File: config.mk
export PLATFORM = sky130hd
export DESIGN_NAME = wb_mem_master
export DESIGN_NICKNAME = d
export VERILOG_FILES = /design/src/mem_req_pkg.sv /design/src/wb_pkg.sv /design/src/wb_mem_master.sv
export SDC_FILE = /design/constraint.sdc
export NUM_CORES = 1
export LEC_CHECK = 0
export ABC_CLOCK_PERIOD_IN_PS = 3100
export BUFFER_PORTS_ARGS = -buffer_cell sky130_fd_sc_hd__buf_2
export CORE_AREA = 2 2 136 138
export CTS_BUF_LIST = sky130_fd_sc_hd__clkbuf_8
export DETAILED_ROUTE_END_ITERATION = 12
export DIE_AREA = 0 0 138 140
export PLACE_DENSITY = 0.67
export SLEW_MARGIN = 20
export SYNTH_ARGS = -nofsm -noshare
export SYNTH_HDL_FRONTEND = slang
export SYNTH_SLANG_ARGS = --single-unit
File: constraint.sdc
create_clock -name clk -period 3.1 [get_ports clk]
set_input_delay 0.465 -clock clk [delete_from_list [all_inputs] [get_ports clk]]
set_output_delay 0.465 -clock clk [all_outputs]
set_load 0.01 [all_outputs]
File: src/mem_req_pkg.sv
// Request types for the memory queue; addresses must be naturally aligned and QDEP a power of two above one
package mem_req_pkg;

	// ============================================================
	// Queue sizing
	// ============================================================

	// Number of queue entries
	localparam int QDEP = 8;
	// Index width of the queue, the counter is one bit wider
	localparam int QAW = $clog2(QDEP);

	// ============================================================
	// Request and result formats
	// ============================================================

	// MR_LOAD sign extends, MR_LOADZ zero extends
	typedef enum logic [1:0] {
		MR_LOAD  = 2'd0,
		MR_LOADZ = 2'd1,
		MR_STORE = 2'd2
	} mem_func_e;

	// Access sizes of 1, 2, 4 and 8 bytes
	typedef enum logic [1:0] {
		SZ_BYTE  = 2'd0,
		SZ_WYDE  = 2'd1,
		SZ_TETRA = 2'd2,
		SZ_OCTA  = 2'd3
	} mem_size_e;

	// Store data is right-justified, adr is a byte address
	typedef struct packed {
		mem_func_e   func;
		mem_size_e   sz;
		logic [3:0]  tag;
		logic [31:0] adr;
		logic [63:0] dat;
	} mem_req_t;

	// Load result with the data already extended to 64 bits
	typedef struct packed {
		logic [3:0]  tag;
		logic [63:0] dat;
	} mem_rsp_t;

	// Byte lanes touched by an access within its 8-byte word
	function automatic logic [7:0] byte_mask(mem_size_e sz, logic [2:0] ofs);
		logic [7:0] low;
		case (sz)
			SZ_BYTE:  low = 8'h01;
			SZ_WYDE:  low = 8'h03;
			SZ_TETRA: low = 8'h0f;
			default:  low = 8'hff;
		endcase
		return low << ofs;
	endfunction

	// Trims right-justified load data to its size and extends it
	function automatic logic [63:0] extend_load(mem_func_e func, mem_size_e sz, logic [63:0] d);
		logic s;
		case (sz)
			SZ_BYTE: begin
				s = (func == MR_LOAD) && d[7];
				return {{56{s}}, d[7:0]};
			end
			SZ_WYDE: begin
				s = (func == MR_LOAD) && d[15];
				return {{48{s}}, d[15:0]};
			end
			SZ_TETRA: begin
				s = (func == MR_LOAD) && d[31];
				return {{32{s}}, d[31:0]};
			end
			default: return d;
		endcase
	endfunction

endpackage

File: src/wb_pkg.sv
// Wishbone classic signal bundles; 32-bit byte addresses and one 64-bit data bus with byte selects
package wb_pkg;

	// ============================================================
	// Bus widths
	// ============================================================

	localparam int AWID = 32;
	localparam int DWID = 64;

	// Master to slave, cyc and stb always move together in this design
	typedef struct packed {
		logic            cyc;
		logic            stb;
		logic            we;
		logic [AWID-1:0] adr;
		logic [DWID/8-1:0] sel;
		logic [DWID-1:0] dat;
	} wb_m2s_t;

	// Slave to master, dat only matters in the ack cycle of a read
	typedef struct packed {
		logic            ack;
		logic [DWID-1:0] dat;
	} wb_s2m_t;

endpackage

File: src/wb_mem_master.sv
// Wishbone classic master for the queue head; one cycle at a time with an idle cycle after each ack
module wb_mem_master import mem_req_pkg::*, wb_pkg::*; (
	input  logic     clk,
	input  logic     rst,
	input  mem_req_t head,
	input  logic     head_valid,
	input  wb_s2m_t  wb_i,
	output logic     pop,
	output wb_m2s_t  wb_o,
	output logic     mem_valid,
	output mem_rsp_t mem_rsp
);

	typedef enum logic {
		ST_IDLE = 1'b0,
		ST_BUS  = 1'b1
	} state_e;

	state_e     st;
	logic       done;
	logic [5:0] lane;

	// Bit offset of the access within the 64-bit word
	assign lane = {head.adr[2:0], 3'b000};
	assign done = (st == ST_BUS) && wb_i.ack;

	// ============================================================
	// Bus outputs
	// ============================================================

	// The head only changes on pop, which comes after ack, so the
	// address phase stays stable without extra registers
	assign wb_o.cyc = (st == ST_BUS);
	assign wb_o.stb = (st == ST_BUS);
	assign wb_o.we  = (head.func == MR_STORE);
	assign wb_o.adr = {head.adr[AWID-1:3], 3'b000};
	assign wb_o.sel = byte_mask(head.sz, head.adr[2:0]);
	assign wb_o.dat = head.dat << lane;

	// ============================================================
	// Cycle control
	// ============================================================

	always_ff @(posedge clk or posedge rst) begin
		if (rst) begin
			st        <= ST_IDLE;
			pop       <= 1'b0;
			mem_valid <= 1'b0;
		end else begin
			pop       <= 1'b0;
			mem_valid <= 1'b0;
			case (st)
				ST_IDLE: begin
					// While pop is high the head still shows the old entry
					if (head_valid && !pop)
						st <= ST_BUS;
				end
				default: begin
					if (wb_i.ack) begin
						st        <= ST_IDLE;
						pop       <= 1'b1;
						mem_valid <= (head.func != MR_STORE);
					end
				end
			endcase
		end
	end

	// Load data is pulled down from its lanes and extended
	always_ff @(posedge clk) begin
		if (done) begin
			mem_rsp.tag <= head.tag;
			mem_rsp.dat <= extend_load(head.func, head.sz, wb_i.dat >> lane);
		end
	end

endmodule

==> flow_summary.ini <==
[synthesis]
synthAdderAreaFrac_pct = 0
synth_top_family_by_area = multiplexers
synthSimpleGateAreaFrac_pct = 17.69
syn_area_per_cell_sq_um = 10.03
synth_edf_count = 68
ys_types = 47
ys.flop_type = edfxtp_1
netlist_area_sq_um = 6661
synth_compound_area_share_pct = 14.01
synth-seq-area-share_pct = 31.78
yosys.area_share.xor_xnor_pct = 0
synth_mux_area_share_pct = 26.43
yosysWarningCount = 0
async_flop_share_pct = 4.225
syn_inst = 664
ys_ff_latch = 71

[timing]
setup_tns_ns = 0
rsz0062_at_grt = false
max_slew.worst_pin.slew_ns = 0.9344
fin_crit_sh_pct = 84.82
fin_worst_skew_ns = 0.006307
setup_viol = 0
report.final.slew_viol_count = 0
slew_headroom_pct = 37.71
fmax_mhz = 380.3
hold_viol_final = 0
setup_ws_ns = 0.4705
min_period_ns = 2.630

[hold_path]
whs_endpoint = mem_rsp[64]
min_from = head[96]
hold_depth = 1
hp-class = in2reg

[outcome]
status = finished clean

[setup_path]
max_stage_delay_ns = 0.54
crit_type = in2out
crit_path_end_kind = primary output
worstPathCellList = buf_6, buf_4, mux4_2, mux2_2, buf_2
reg2reg_from = st
arrival_ns = 2.16
reg2regPathDepth = 1
startpoint_type = input port
cp.required_ns = 2.63
r2r_end = mem_rsp[30]
critPathTopFamily = buffers and inverters
reg2reg_setup_slack_ns = 1.51
crit_fanout = 42
path_buf_inv = 3
cp_slowest_cell = mux4_2

[floorplanning]
ios = 349
num_rows = 49
dieArea_sq_um = 19320
initial_core_util_pct = 37.47
die_h_um = 140
die_w_um = 138
core_area_sq_um = 17780

[placement]
hpwl_um = 18860
gp_congestion = 0.9700
dpl-instance-area_sq_um = 8010
place.port_buffers = 287
dp_slack_ns = 0.4133

[pwr]
intPower_mw = 2.113
combPwrFrac_pct = 32.8
swShare_pct = 31.64
leakagePower_nw = 3.802
power.switching_uw = 978.1
sequentialPowerShare_pct = 37.9
clkPwrFrac_pct = 29.3
power.density_nw_per_um2 = 374.1
ir_worst_vdd_mv = 0.2501

[route]
via_per_inst = 5.616
routed_wl_um = 24590
first_pass_iters = 5
drc = 0
drtIter0Drc = 381
wl_per_cell_um = 21.78
ant_nets = 0
vias = 6340

[layout]
final_common_cell = buf_2
layout_common_cells = 285 x buf_2, 83 x nand2_1, 72 x mux2i_1, 68 x edfxtp_1, 62 x nor2_1
drive_above_1_share_pct = 46.93
syn2layout_area_growth_pct = 24.06
layout.nets = 1064
stdcell_area_sq_um = 8264

[global_route]
grt.overflow.total = 0
antenna_found_initial = 1
grt_pass1_wl_um = 36700
first_global_vias = 6323
grt_usage_pct = 24.41
grt_max_degree = 71

[flow_run]
drv_cap = 0

[cts]
cts.sinks = 71
tritoncts = built
clock_path_buffers = 2
clock_latency_ns = 0.35
cts_resized = 0
numCtsBuffers = 9
postCtsSetupRepairBufs = 0
cts-htree-levels = 3
ctsRootBufferMaster = clkbuf_8
clkTransAtPathRegs_ns = 0.08
==> per-layer routing <==
metal	routed length (um)	vias up	track usage [%]
met3	2082	37	5.675
met2	13010	352	45.02
li1	-	2911	-
met4	759	0	8.915
met1	8734	3040	27.51
met5	0	-	0
==> how the worst max path moves through the flow <==
stage          startpoint          end  slack (ns)  cells past startpoint
2_1_floorplan    wb_i[64]   mem_rsp[0]        0.59                      1
3_3_place_gp     head[64]  mem_rsp[48]        0.47                      6
3_5_place_dp     head[64]  mem_rsp[48]        0.41                      6
4_1_cts          head[64]     wb_o[58]        0.47                      5
5_1_grt          head[64]     wb_o[56]        0.38                      5
6_report         head[64]     wb_o[58]        0.47                      5
==> through the flow <==
step / power [mW] / util (%) / hold WS (ns) / cells
2_1_floorplan: 1.842 / - / 0.2186 / 666
3_3_place_gp: 2.198 / 45.05 / 0.3352 / 1109
3_5_place_dp: 2.208 / 45.05 / 0.3454 / 1109
4_1_cts: 3.108 / 46.44 / 0.2736 / 1126
5_1_grt: 3.222 / 46.45 / 0.2718 / 1127
6_report: 3.091 / 46.48 / 0.2848 / 1129
==> logic make-up after synthesis <==
| family | count (synthesis) |
|---|---|
| AOI/OAI and AO/OA | 135 |
| buffers and inverters | 105 |
| DFF | 71 |
| muxes | 133 |
| other | 1 |
| and+or+nand+nor | 219 |
==> repair_timing <==
action	in CTS	in global routing
endpoints found under the setup margin	0	0
hold buffers	1	0
endpoints found under the hold margin	3	0
==> area by class of cell <==
| type | count | area [sq um] |
|---|---|---|
| clock inverter | 7 | 112.6 |
| inverter | 4 | 15.01 |
| antenna | 3 | 7.507 |
| timing repair buffer | 316 | 1703 |
| tap | 229 | 286.5 |
| multi-input combinational | 490 | 3899 |
| sequential | 71 | 2117 |
| clock buffer | 9 | 123.9 |
| fill | 1759 | 9515 |
==> power by group through the flow <==
stage	clock network [mW]	logic, mW	registers, mW
3_5_place_dp	0	1.01	1.19
4_1_cts	0.915	1.02	1.17
5_1_grt	0.949	1.09	1.18
3_3_place_gp	0	1.01	1.19
6_report	0.906	1.01	1.17
2_1_floorplan	0	0.614	1.23
==> cell usage after synthesis (3+ instances only) <==
| cell type | count | area share (%) |
|---|---|---|
| nand2_1 | 83 | 4.7 |
| buf_12 | 4 | 1.2 |
| o211ai_2 | 14 | 2.6 |
| o21ai_1 | 30 | 2.3 |
| nand4_2 | 25 | 4.7 |
| nand2b_1 | 4 | 0.38 |
| edfxtp_1 | 68 | 31 |
| a211oi_1 | 3 | 0.34 |
| mux2i_1 | 72 | 11 |
| o2111ai_1 | 7 | 0.92 |
| inv_1 | 3 | 0.17 |
| a21oi_1 | 34 | 2.6 |
| a31oi_1 | 7 | 0.66 |
| dfrtp_1 | 3 | 1.1 |
| buf_1 | 10 | 0.56 |
| o2bb2ai_1 | 13 | 1.7 |
| mux2_1 | 18 | 3.0 |
| nand3_1 | 3 | 0.23 |
| nor2_1 | 62 | 3.5 |
| a211o_1 | 7 | 0.92 |
| mux4_2 | 31 | 10 |
| buf_4 | 44 | 5.0 |
| mux2_2 | 11 | 1.9 |
| clkbuf_1 | 21 | 1.2 |
| o22ai_1 | 10 | 0.94 |
| nor2b_1 | 13 | 1.2 |
| and2_1 | 19 | 1.8 |
| buf_2 | 20 | 1.5 |
| o211ai_1 | 4 | 0.45 |
==> registers in the layout (all words and copies together), names as in the netlist <==
register	cells
mem_valid	1
mem_rsp	68
st	1
pop	1
No activity file was read; power rests on OpenSTA's default activity.
