===== config.mk =====
export PLATFORM = sky130hd
export DESIGN_NAME = load_result_merge
export DESIGN_NICKNAME = d
export VERILOG_FILES = /design/src/mem_req_pkg.sv /design/src/load_result_merge.sv
export SDC_FILE = /design/constraint.sdc
export NUM_CORES = 1
export LEC_CHECK = 0
export ABC_AREA = 1
export BUFFER_PORTS_ARGS = -buffer_cell sky130_fd_sc_hd__buf_2
export CORE_ASPECT_RATIO = 0.8
export CORE_MARGIN = 10
export CORE_UTILIZATION = 53
export CTS_BUF_LIST = sky130_fd_sc_hd__clkbuf_8 sky130_fd_sc_hd__clkbuf_16
export CTS_CLUSTER_SIZE = 10
export DETAILED_ROUTE_END_ITERATION = 7
export PLACE_DENSITY = 0.95
export SYNTH_ARGS = -nofsm -noshare
export SYNTH_HDL_FRONTEND = slang
export SYNTH_SLANG_ARGS = --single-unit

===== constraint.sdc =====
create_clock -name clk -period 4.23 [get_ports clk]
set_clock_uncertainty 0.15 [all_clocks]
set_input_delay 0.2115 -clock clk [delete_from_list [all_inputs] [get_ports clk]]
set_output_delay 0.2115 -clock clk [all_outputs]
set_load 0.02 [all_outputs]

===== src/mem_req_pkg.sv =====
// Request types for the memory queue; addresses must be naturally aligned and QDEP a power of two above one
package mem_req_pkg;

	// ============================================================
	// Queue sizing
	// ============================================================

	// Number of queue entries
	localparam int QDEP = 8;
	// Index width of the queue, the counter is one bit wider
	localparam int QAW = $clog2(QDEP);

	// ============================================================
	// Request and result formats
	// ============================================================

	// MR_LOAD sign extends, MR_LOADZ zero extends
	typedef enum logic [1:0] {
		MR_LOAD  = 2'd0,
		MR_LOADZ = 2'd1,
		MR_STORE = 2'd2
	} mem_func_e;

	// Access sizes of 1, 2, 4 and 8 bytes
	typedef enum logic [1:0] {
		SZ_BYTE  = 2'd0,
		SZ_WYDE  = 2'd1,
		SZ_TETRA = 2'd2,
		SZ_OCTA  = 2'd3
	} mem_size_e;

	// Store data is right-justified, adr is a byte address
	typedef struct packed {
		mem_func_e   func;
		mem_size_e   sz;
		logic [3:0]  tag;
		logic [31:0] adr;
		logic [63:0] dat;
	} mem_req_t;

	// Load result with the data already extended to 64 bits
	typedef struct packed {
		logic [3:0]  tag;
		logic [63:0] dat;
	} mem_rsp_t;

	// Byte lanes touched by an access within its 8-byte word
	function automatic logic [7:0] byte_mask(mem_size_e sz, logic [2:0] ofs);
		logic [7:0] low;
		case (sz)
			SZ_BYTE:  low = 8'h01;
			SZ_WYDE:  low = 8'h03;
			SZ_TETRA: low = 8'h0f;
			default:  low = 8'hff;
		endcase
		return low << ofs;
	endfunction

	// Trims right-justified load data to its size and extends it
	function automatic logic [63:0] extend_load(mem_func_e func, mem_size_e sz, logic [63:0] d);
		logic s;
		case (sz)
			SZ_BYTE: begin
				s = (func == MR_LOAD) && d[7];
				return {{56{s}}, d[7:0]};
			end
			SZ_WYDE: begin
				s = (func == MR_LOAD) && d[15];
				return {{48{s}}, d[15:0]};
			end
			SZ_TETRA: begin
				s = (func == MR_LOAD) && d[31];
				return {{32{s}}, d[31:0]};
			end
			default: return d;
		endcase
	endfunction

endpackage


===== src/load_result_merge.sv =====
// Result merge with a one-entry hold; assumes a forwarded result never arrives on every cycle for long
module load_result_merge import mem_req_pkg::*; (
	input  logic     clk,
	input  logic     rst,
	input  logic     fwd_valid,
	input  mem_rsp_t fwd_rsp,
	input  logic     mem_valid,
	input  mem_rsp_t mem_rsp,
	output logic     rsp_valid,
	output mem_rsp_t rsp
);

	mem_rsp_t hold;
	logic     hold_v;
	logic     park;

	// Memory result must wait when the slot is taken by a forward or the hold
	assign park = mem_valid && (fwd_valid || hold_v);

	always_ff @(posedge clk or posedge rst) begin
		if (rst) begin
			rsp_valid <= 1'b0;
			hold_v    <= 1'b0;
		end else begin
			rsp_valid <= fwd_valid || hold_v || mem_valid;
			// The hold empties only in a cycle without a forward
			hold_v    <= park || (hold_v && fwd_valid);
		end
	end

	// Priority is forward, then held result, then fresh memory result
	always_ff @(posedge clk) begin
		if (fwd_valid)
			rsp <= fwd_rsp;
		else if (hold_v)
			rsp <= hold;
		else
			rsp <= mem_rsp;
		if (park)
			hold <= mem_rsp;
	end

endmodule


==> reports/metrics.csv, run 1 <==
metric,value,unit
Worst-Skew Late Latency,410,ps
num rows,33,
Bufs on Longest Clock Path,2,
post-synthesis sequential area ratio,62.5,%
"most used cell, CP",nand2_1,
initial antenna violation count,8,
clk slew on worst S/H paths,60,ps
DRT iter0 DRCs,482,
Final Cycle Share,76.7,%
Starting Density,54.2,%
Syn Std Cell Area,0.00553,mm2
peak supply drop,0.283,mV
Hold/Removal Path Class,in2async,
"non-filler cells, final",1160,
fmax,308,MHz
Setup-failing EPs final,0,
cell area power density,439,mW/mm2
nets@finish,1139,
fin. max-slew vios,0,
ordered list of cells on the worst path,"buf_4, inv_2, nand2_1, nand3_1, nand2_1, dlygate4sd3_1",
"commonest non-fill, non-tap cells in the layout","nand2_1 (272), buf_2 (208), dlygate4sd3_1 (147), inv_1 (137)",
final WL,21.2,mm
"Arr. time, crit path",3390,ps
placed insts,973,
Ys Warns,0,
"Max FO, Critical Path",70,
core area,0.0102,mm2
Root Buffer,clkbuf_16,
die area,0.0149,mm2
Max-cap violations,0,
largest net degree at the start of global routing,71,
drt wl/cell,18.3,um
I/O Buffers,208,
"FF+latch count, synth",138,
placed cell areas,0.00661,mm2
Setup CP Type,reg2reg,
CTS H-tree depth,4,
gpl congestion,0.775,
Area growth syn-to-layout,58.4,%
design area,0.00876,mm2
total power,3.84,mW
RSZ-0062 raised after global routing,false,
headroom to the max-slew limit,16.7,%
"Avg Cell Area, Syn",8.49,um2
CP peak stage delay,950,ps
slowest CP cell,inv_2,
post-CTS resize count,0,
Slew @ Worst Pin,1250,ps
total track usage,27.9,%
setup_tns,0,ps
final worst setup slack,985,ps
Boundary Pins,209,
nature of the critical path endpoint,register,
DP Worst Slack,1740,ps
r2r startpoint,hold_v,
CTS tree,done,
placed wire-length estimate,10.3,mm
Reg2Reg Capture Point,rsp[42],
first-pass GRT wire length,32.8,mm
clock sink total,138,
fraction of layout cells with a size suffix above 1,24.4,%
Netlist cell types,13,
Static Leak,4.66,nW
global route total overflow,0,
antenna-violating nets left,0,
DRT Pass-1 Iters,5,
Die Ht,111,um
reg2reg path depth,6,
routed via count,5784,
CTS Buf Count,17,
"commonest non-fill, non-tap cell in the layout",nand2_1,
status,"finished, final reports clean",
Synth Net Count,791,
Startpoint Class,register,
Synth Instances,651,
vias in the first global route,6318,
DR vias/cell,4.99,
fin crit period,3250,ps
r2r setup slk,980,ps
Residual DRC,0,
Die Width,134,um
Fin. Hold Viols,0,
critical path required time,4370,ps
==> state kept, by name, indices dropped and copies added (netlist names) <==
signal / cells
hold_v: 1
rsp_valid: 1
hold: 68
rsp: 68
==> cells in the mapped netlist <==
| cell | n | share of area, % |
|---|---|---|
| dfxtp_1 | 68 | 25 |
| buf_4 | 3 | 0.41 |
| dfrtp_1 | 2 | 0.91 |
| inv_2 | 2 | 0.14 |
| buf_2 | 19 | 1.7 |
| clkbuf_1 | 5 | 0.34 |
| buf_6 | 3 | 0.61 |
| nand3_1 | 68 | 6.2 |
| nand3b_1 | 1 | 0.14 |
| inv_1 | 138 | 9.4 |
| nand2_1 | 272 | 18 |
| edfxtp_1 | 68 | 37 |
| o21ai_1 | 2 | 0.18 |
==> logic make-up after synthesis <==
logic type             Yosys count  share of synthesized area, %
flip-flops                     138                          62.5
buffers and inverters          170                          12.6
AO/OA/AOI/OAI                    2                         0.181
AND/OR/NAND/NOR                341                          24.8
==> power by group <==
group          leakage [nW]  internal [mW]  switching (mW)
clock network         0.323           1.09           0.564
registers              1.25           1.52          0.0430
logic                  3.09          0.256           0.367
==> worst max-delay path, delay by kind of cell, from the launching register on <==
family	cells	cell delay [ps]
buf+inv	3	1860
simple gates	3	420
flops	1	610
==> per-layer routing <==
layer / GRT usage, % / wire length [um] / vias up
met4: 18.0 / 1010 / 0
li1: - / - / 2650
met3: 8.22 / 1940 / 90
met5: 0 / 0 / -
met2: 50.2 / 11200 / 406
met1: 27.5 / 7040 / 2638
==> stage by stage <==
stage / utilization (%) / hold WS [ps]
floorplan: - / -197
global placement: 64.8 / -79.8
detailed placement: 64.8 / -80.3
CTS: 85.7 / 41.4
global route: 85.9 / 39.9
finish: 85.9 / 58.7
==> final cells by class <==
| class | instances | area [um2] |
|---|---|---|
| Sequential cell | 138 | 3450 |
| Timing Repair Buffer | 359 | 2540 |
| Fill cell | 483 | 1440 |
| Multi-Input combinational cell | 343 | 1380 |
| Inverter | 140 | 526 |
| Clock buffer | 20 | 467 |
| Clock inverter | 12 | 194 |
| Tap cell | 140 | 175 |
| Antenna cell | 8 | 20.0 |
==> worst max-delay path by stage <==
stage | startpoint | to | slack (ps) | cells past startpoint
floorplan | hold_v | hold[0] | 1690 | 4
CTS | hold_v | rsp[31] | 1220 | 6
global placement | hold_v | rsp[37] | 1750 | 5
global route | hold_v | rsp[42] | 850 | 6
finish | hold_v | rsp[42] | 980 | 6
detailed placement | hold_v | rsp[52] | 1740 | 5
==> repair_timing <==
action	4_1_cts	5_1_grt
setup buffers	0	0
setup endpoints to repair	0	0
hold endpoints to repair	140	0
hold buffers	147	0
No activity file was read; power rests on OpenSTA's default activity.
==> run 2: changes to the inputs <==
CORE_UTILIZATION = 44   (was 53)
PLACE_DENSITY = 0.86   (was 0.95)
clock period = 2.7 ns   (was 4.23 ns; I/O delays follow)
==> reports/metrics.csv, run 2 (synthesis gave the netlist of run 1 again) <==
metric,value,unit,change
Crit. Startpoint,hold_v,,
Worst Hold Depth,4,,
ordered list of cells on the worst path,"buf_4, inv_2, buf_4, nand2_1, nand3_1, nand2_1, dlygate4sd3_1",,
antenna-violating nets left,0,,unchanged
CTS H-tree depth,4,,unchanged
CP Buf/Inv Count,4,,+1
Final Cycle Share,86.6,%,+9.9 points
Setup-failing EPs final,0,,unchanged
CP peak stage delay,570,ps,-380 ps
layout filler cell count,814,,+69%
critical path required time,2840,ps,-1530 ps
cell area power density,669,mW/mm2,+52%
critical path's top delay family,buffers and inverters,,
slowest CP cell,dlygate4sd3_1,,
post-CTS resize count,0,,unchanged
total track usage,21.0,%,-6.9 points
global route total overflow,0,,unchanged
setup_tns,0,ps,unchanged
peak supply drop,0.498,mV,+76%
initial antenna violation count,4,,-4
Top Registers,"hold x68, rsp x68",,
status,"finished, final reports clean",,
Fin. Hold Viols,0,,unchanged
total power,5.94,mW,+55%
gpl congestion,0.755,,-2.5%
nature of the critical path endpoint,register,,
r2r setup slk,360,ps,-620 ps
largest net degree at the start of global routing,46,,-35%
core area,0.0123,mm2,+20%
Worst-Skew Late Latency,410,ps,about the same
fraction of layout cells with a size suffix above 1,24.6,%,+0.23 points
"commonest non-fill, non-tap cells in the layout","nand2_1 (272), buf_2 (208), dlygate4sd3_1 (153), inv_1 (138)",,
die area,0.0175,mm2,+17%
CTS Buf Count,17,,unchanged
headroom to the max-slew limit,64.3,%,+48 points
RSZ-0062 raised after global routing,false,,
vias in the first global route,5767,,-8.7%
Boundary Pins,209,,unchanged
fin crit period,2340,ps,-907 ps
Residual DRC,0,,unchanged
DR vias/cell,4.56,,-8.5%
drt wl/cell,15.7,um,-14%
r2r startpoint,hold_v,,
clk slew on worst S/H paths,60,ps,about the same
final WL,18.8,mm,-11%
HP Start,fwd_valid,,
nets@finish,1150,,+0.97%
DRT iter0 DRCs,351,,-27%
I/O Buffers,208,,unchanged
Die Width,145,um,+8.3%
num rows,36,,+9.1%
"commonest non-fill, non-tap cell in the layout",nand2_1,,
Die Ht,120,um,+8.0%
hold_buf cts,153,,+4.1%
clock sink total,138,,unchanged
Slew @ Worst Pin,535,ps,-714 ps
DRT Pass-1 Iters,5,,unchanged
Static Leak,4.70,nW,+1.0%
Startpoint Class,register,,
reg2reg path depth,7,,+1
first-pass GRT wire length,29.6,mm,-9.6%
CTS tree,done,,
Max-cap violations,0,,unchanged
"Arr. time, crit path",2480,ps,-910 ps
"Max FO, Critical Path",36,,-49%
Root Buffer,clkbuf_16,,
Reg2Reg Capture Point,rsp[51],,
Area growth syn-to-layout,60.8,%,
routed via count,5478,,-5.3%
Bufs on Longest Clock Path,2,,unchanged
Post-CTS Setup Inserts,0,,unchanged
Hold/Removal Path Class,in2reg,,
worst min-delay path endpoint,rsp[1],,
Setup CP Type,reg2reg,,
fmax,428,MHz,+39%
placed wire-length estimate,10.5,mm,+2.2%
Starting Density,45.1,%,-9.1 points
fin. max-slew vios,0,,unchanged
-- run 2: changes by cell type in the layout (fill, tap and decap cells not counted), moves of 2 or more --
cell           change
buf_4              +4
clkbuf_8           -3
dlygate4sd3_1      +6
inv_6              +2
-- run 2: cell type report --
class                      instances  area [um2]  area share, %
clock inverter                    15         223           2.50
sequential                       138        3450           38.9
timing repair buffer             370        2650           29.8
tap                              171         214           2.41
antenna                            7        17.5          0.197
multi-input combinational        343        1380           15.5
clock buffer                      17         425           4.78
inverter                         140         526           5.91
-- run 2: how the worst max path moves through the flow --
| stage | end | slack, ps | depth (start not counted) |
|---|---|---|---|
| after floorplan | hold[0] | 160 | 4 |
| after global placement | rsp[38] | 940 | 6 |
| after detailed placement | rsp[38] | 950 | 6 |
| after CTS | rsp[45] | 430 | 7 |
| after global routing | rsp[51] | 250 | 7 |
| final | rsp[51] | 360 | 7 |
-- run 2: routing by layer --
metal  share of wire [%]  wire length, um  vias to the layer above  global-route usage [%]
li1                    -                -                     2670                       -
met1                  36             6730                     2460                    20.9
met2                  52             9710                      281                    38.1
met3                 8.4             1580                       67                    7.16
met4                 4.1              775                        0                    12.0
met5                   0                0                        -                       0
-- run 2: where the power goes --
| group | internal, mW | total [mW] | leakage, nW | switching, mW |
|---|---|---|---|---|
| Combinational | 0.419 | 0.969 | 3.14 | 0.550 |
| Clock | 1.64 | 2.53 | 0.315 | 0.893 |
| Sequential | 2.39 | 2.44 | 1.25 | 0.0543 |
| Total | 4.45 | 5.94 | 4.70 | 1.50 |
-- run 2: per-stage QoR --
stage | cell area, um2 | cells | hold WS (ps) | worst slack, ps | util, %
2_1_floorplan | 5530 | 651 | -274 | 164 | -
3_3_place_gp | 6690 | 1009 | -159 | 944 | 54.6
3_5_place_dp | 6690 | 1009 | -148 | 945 | 54.6
4_1_cts | 8870 | 1194 | 110 | 426 | 72.4
5_1_grt | 8880 | 1198 | 150 | 250 | 72.5
6_report | 8890 | 1201 | 136 | 362 | 72.6
-- run 2: worst register-to-register path: stages, from the launching register on --
cell and delay, ps:
dfrtp_2 500, buf_4 270, inv_2 80, buf_4 350
nand2_1 130, nand3_1 110, nand2_1 70, dlygate4sd3_1 570
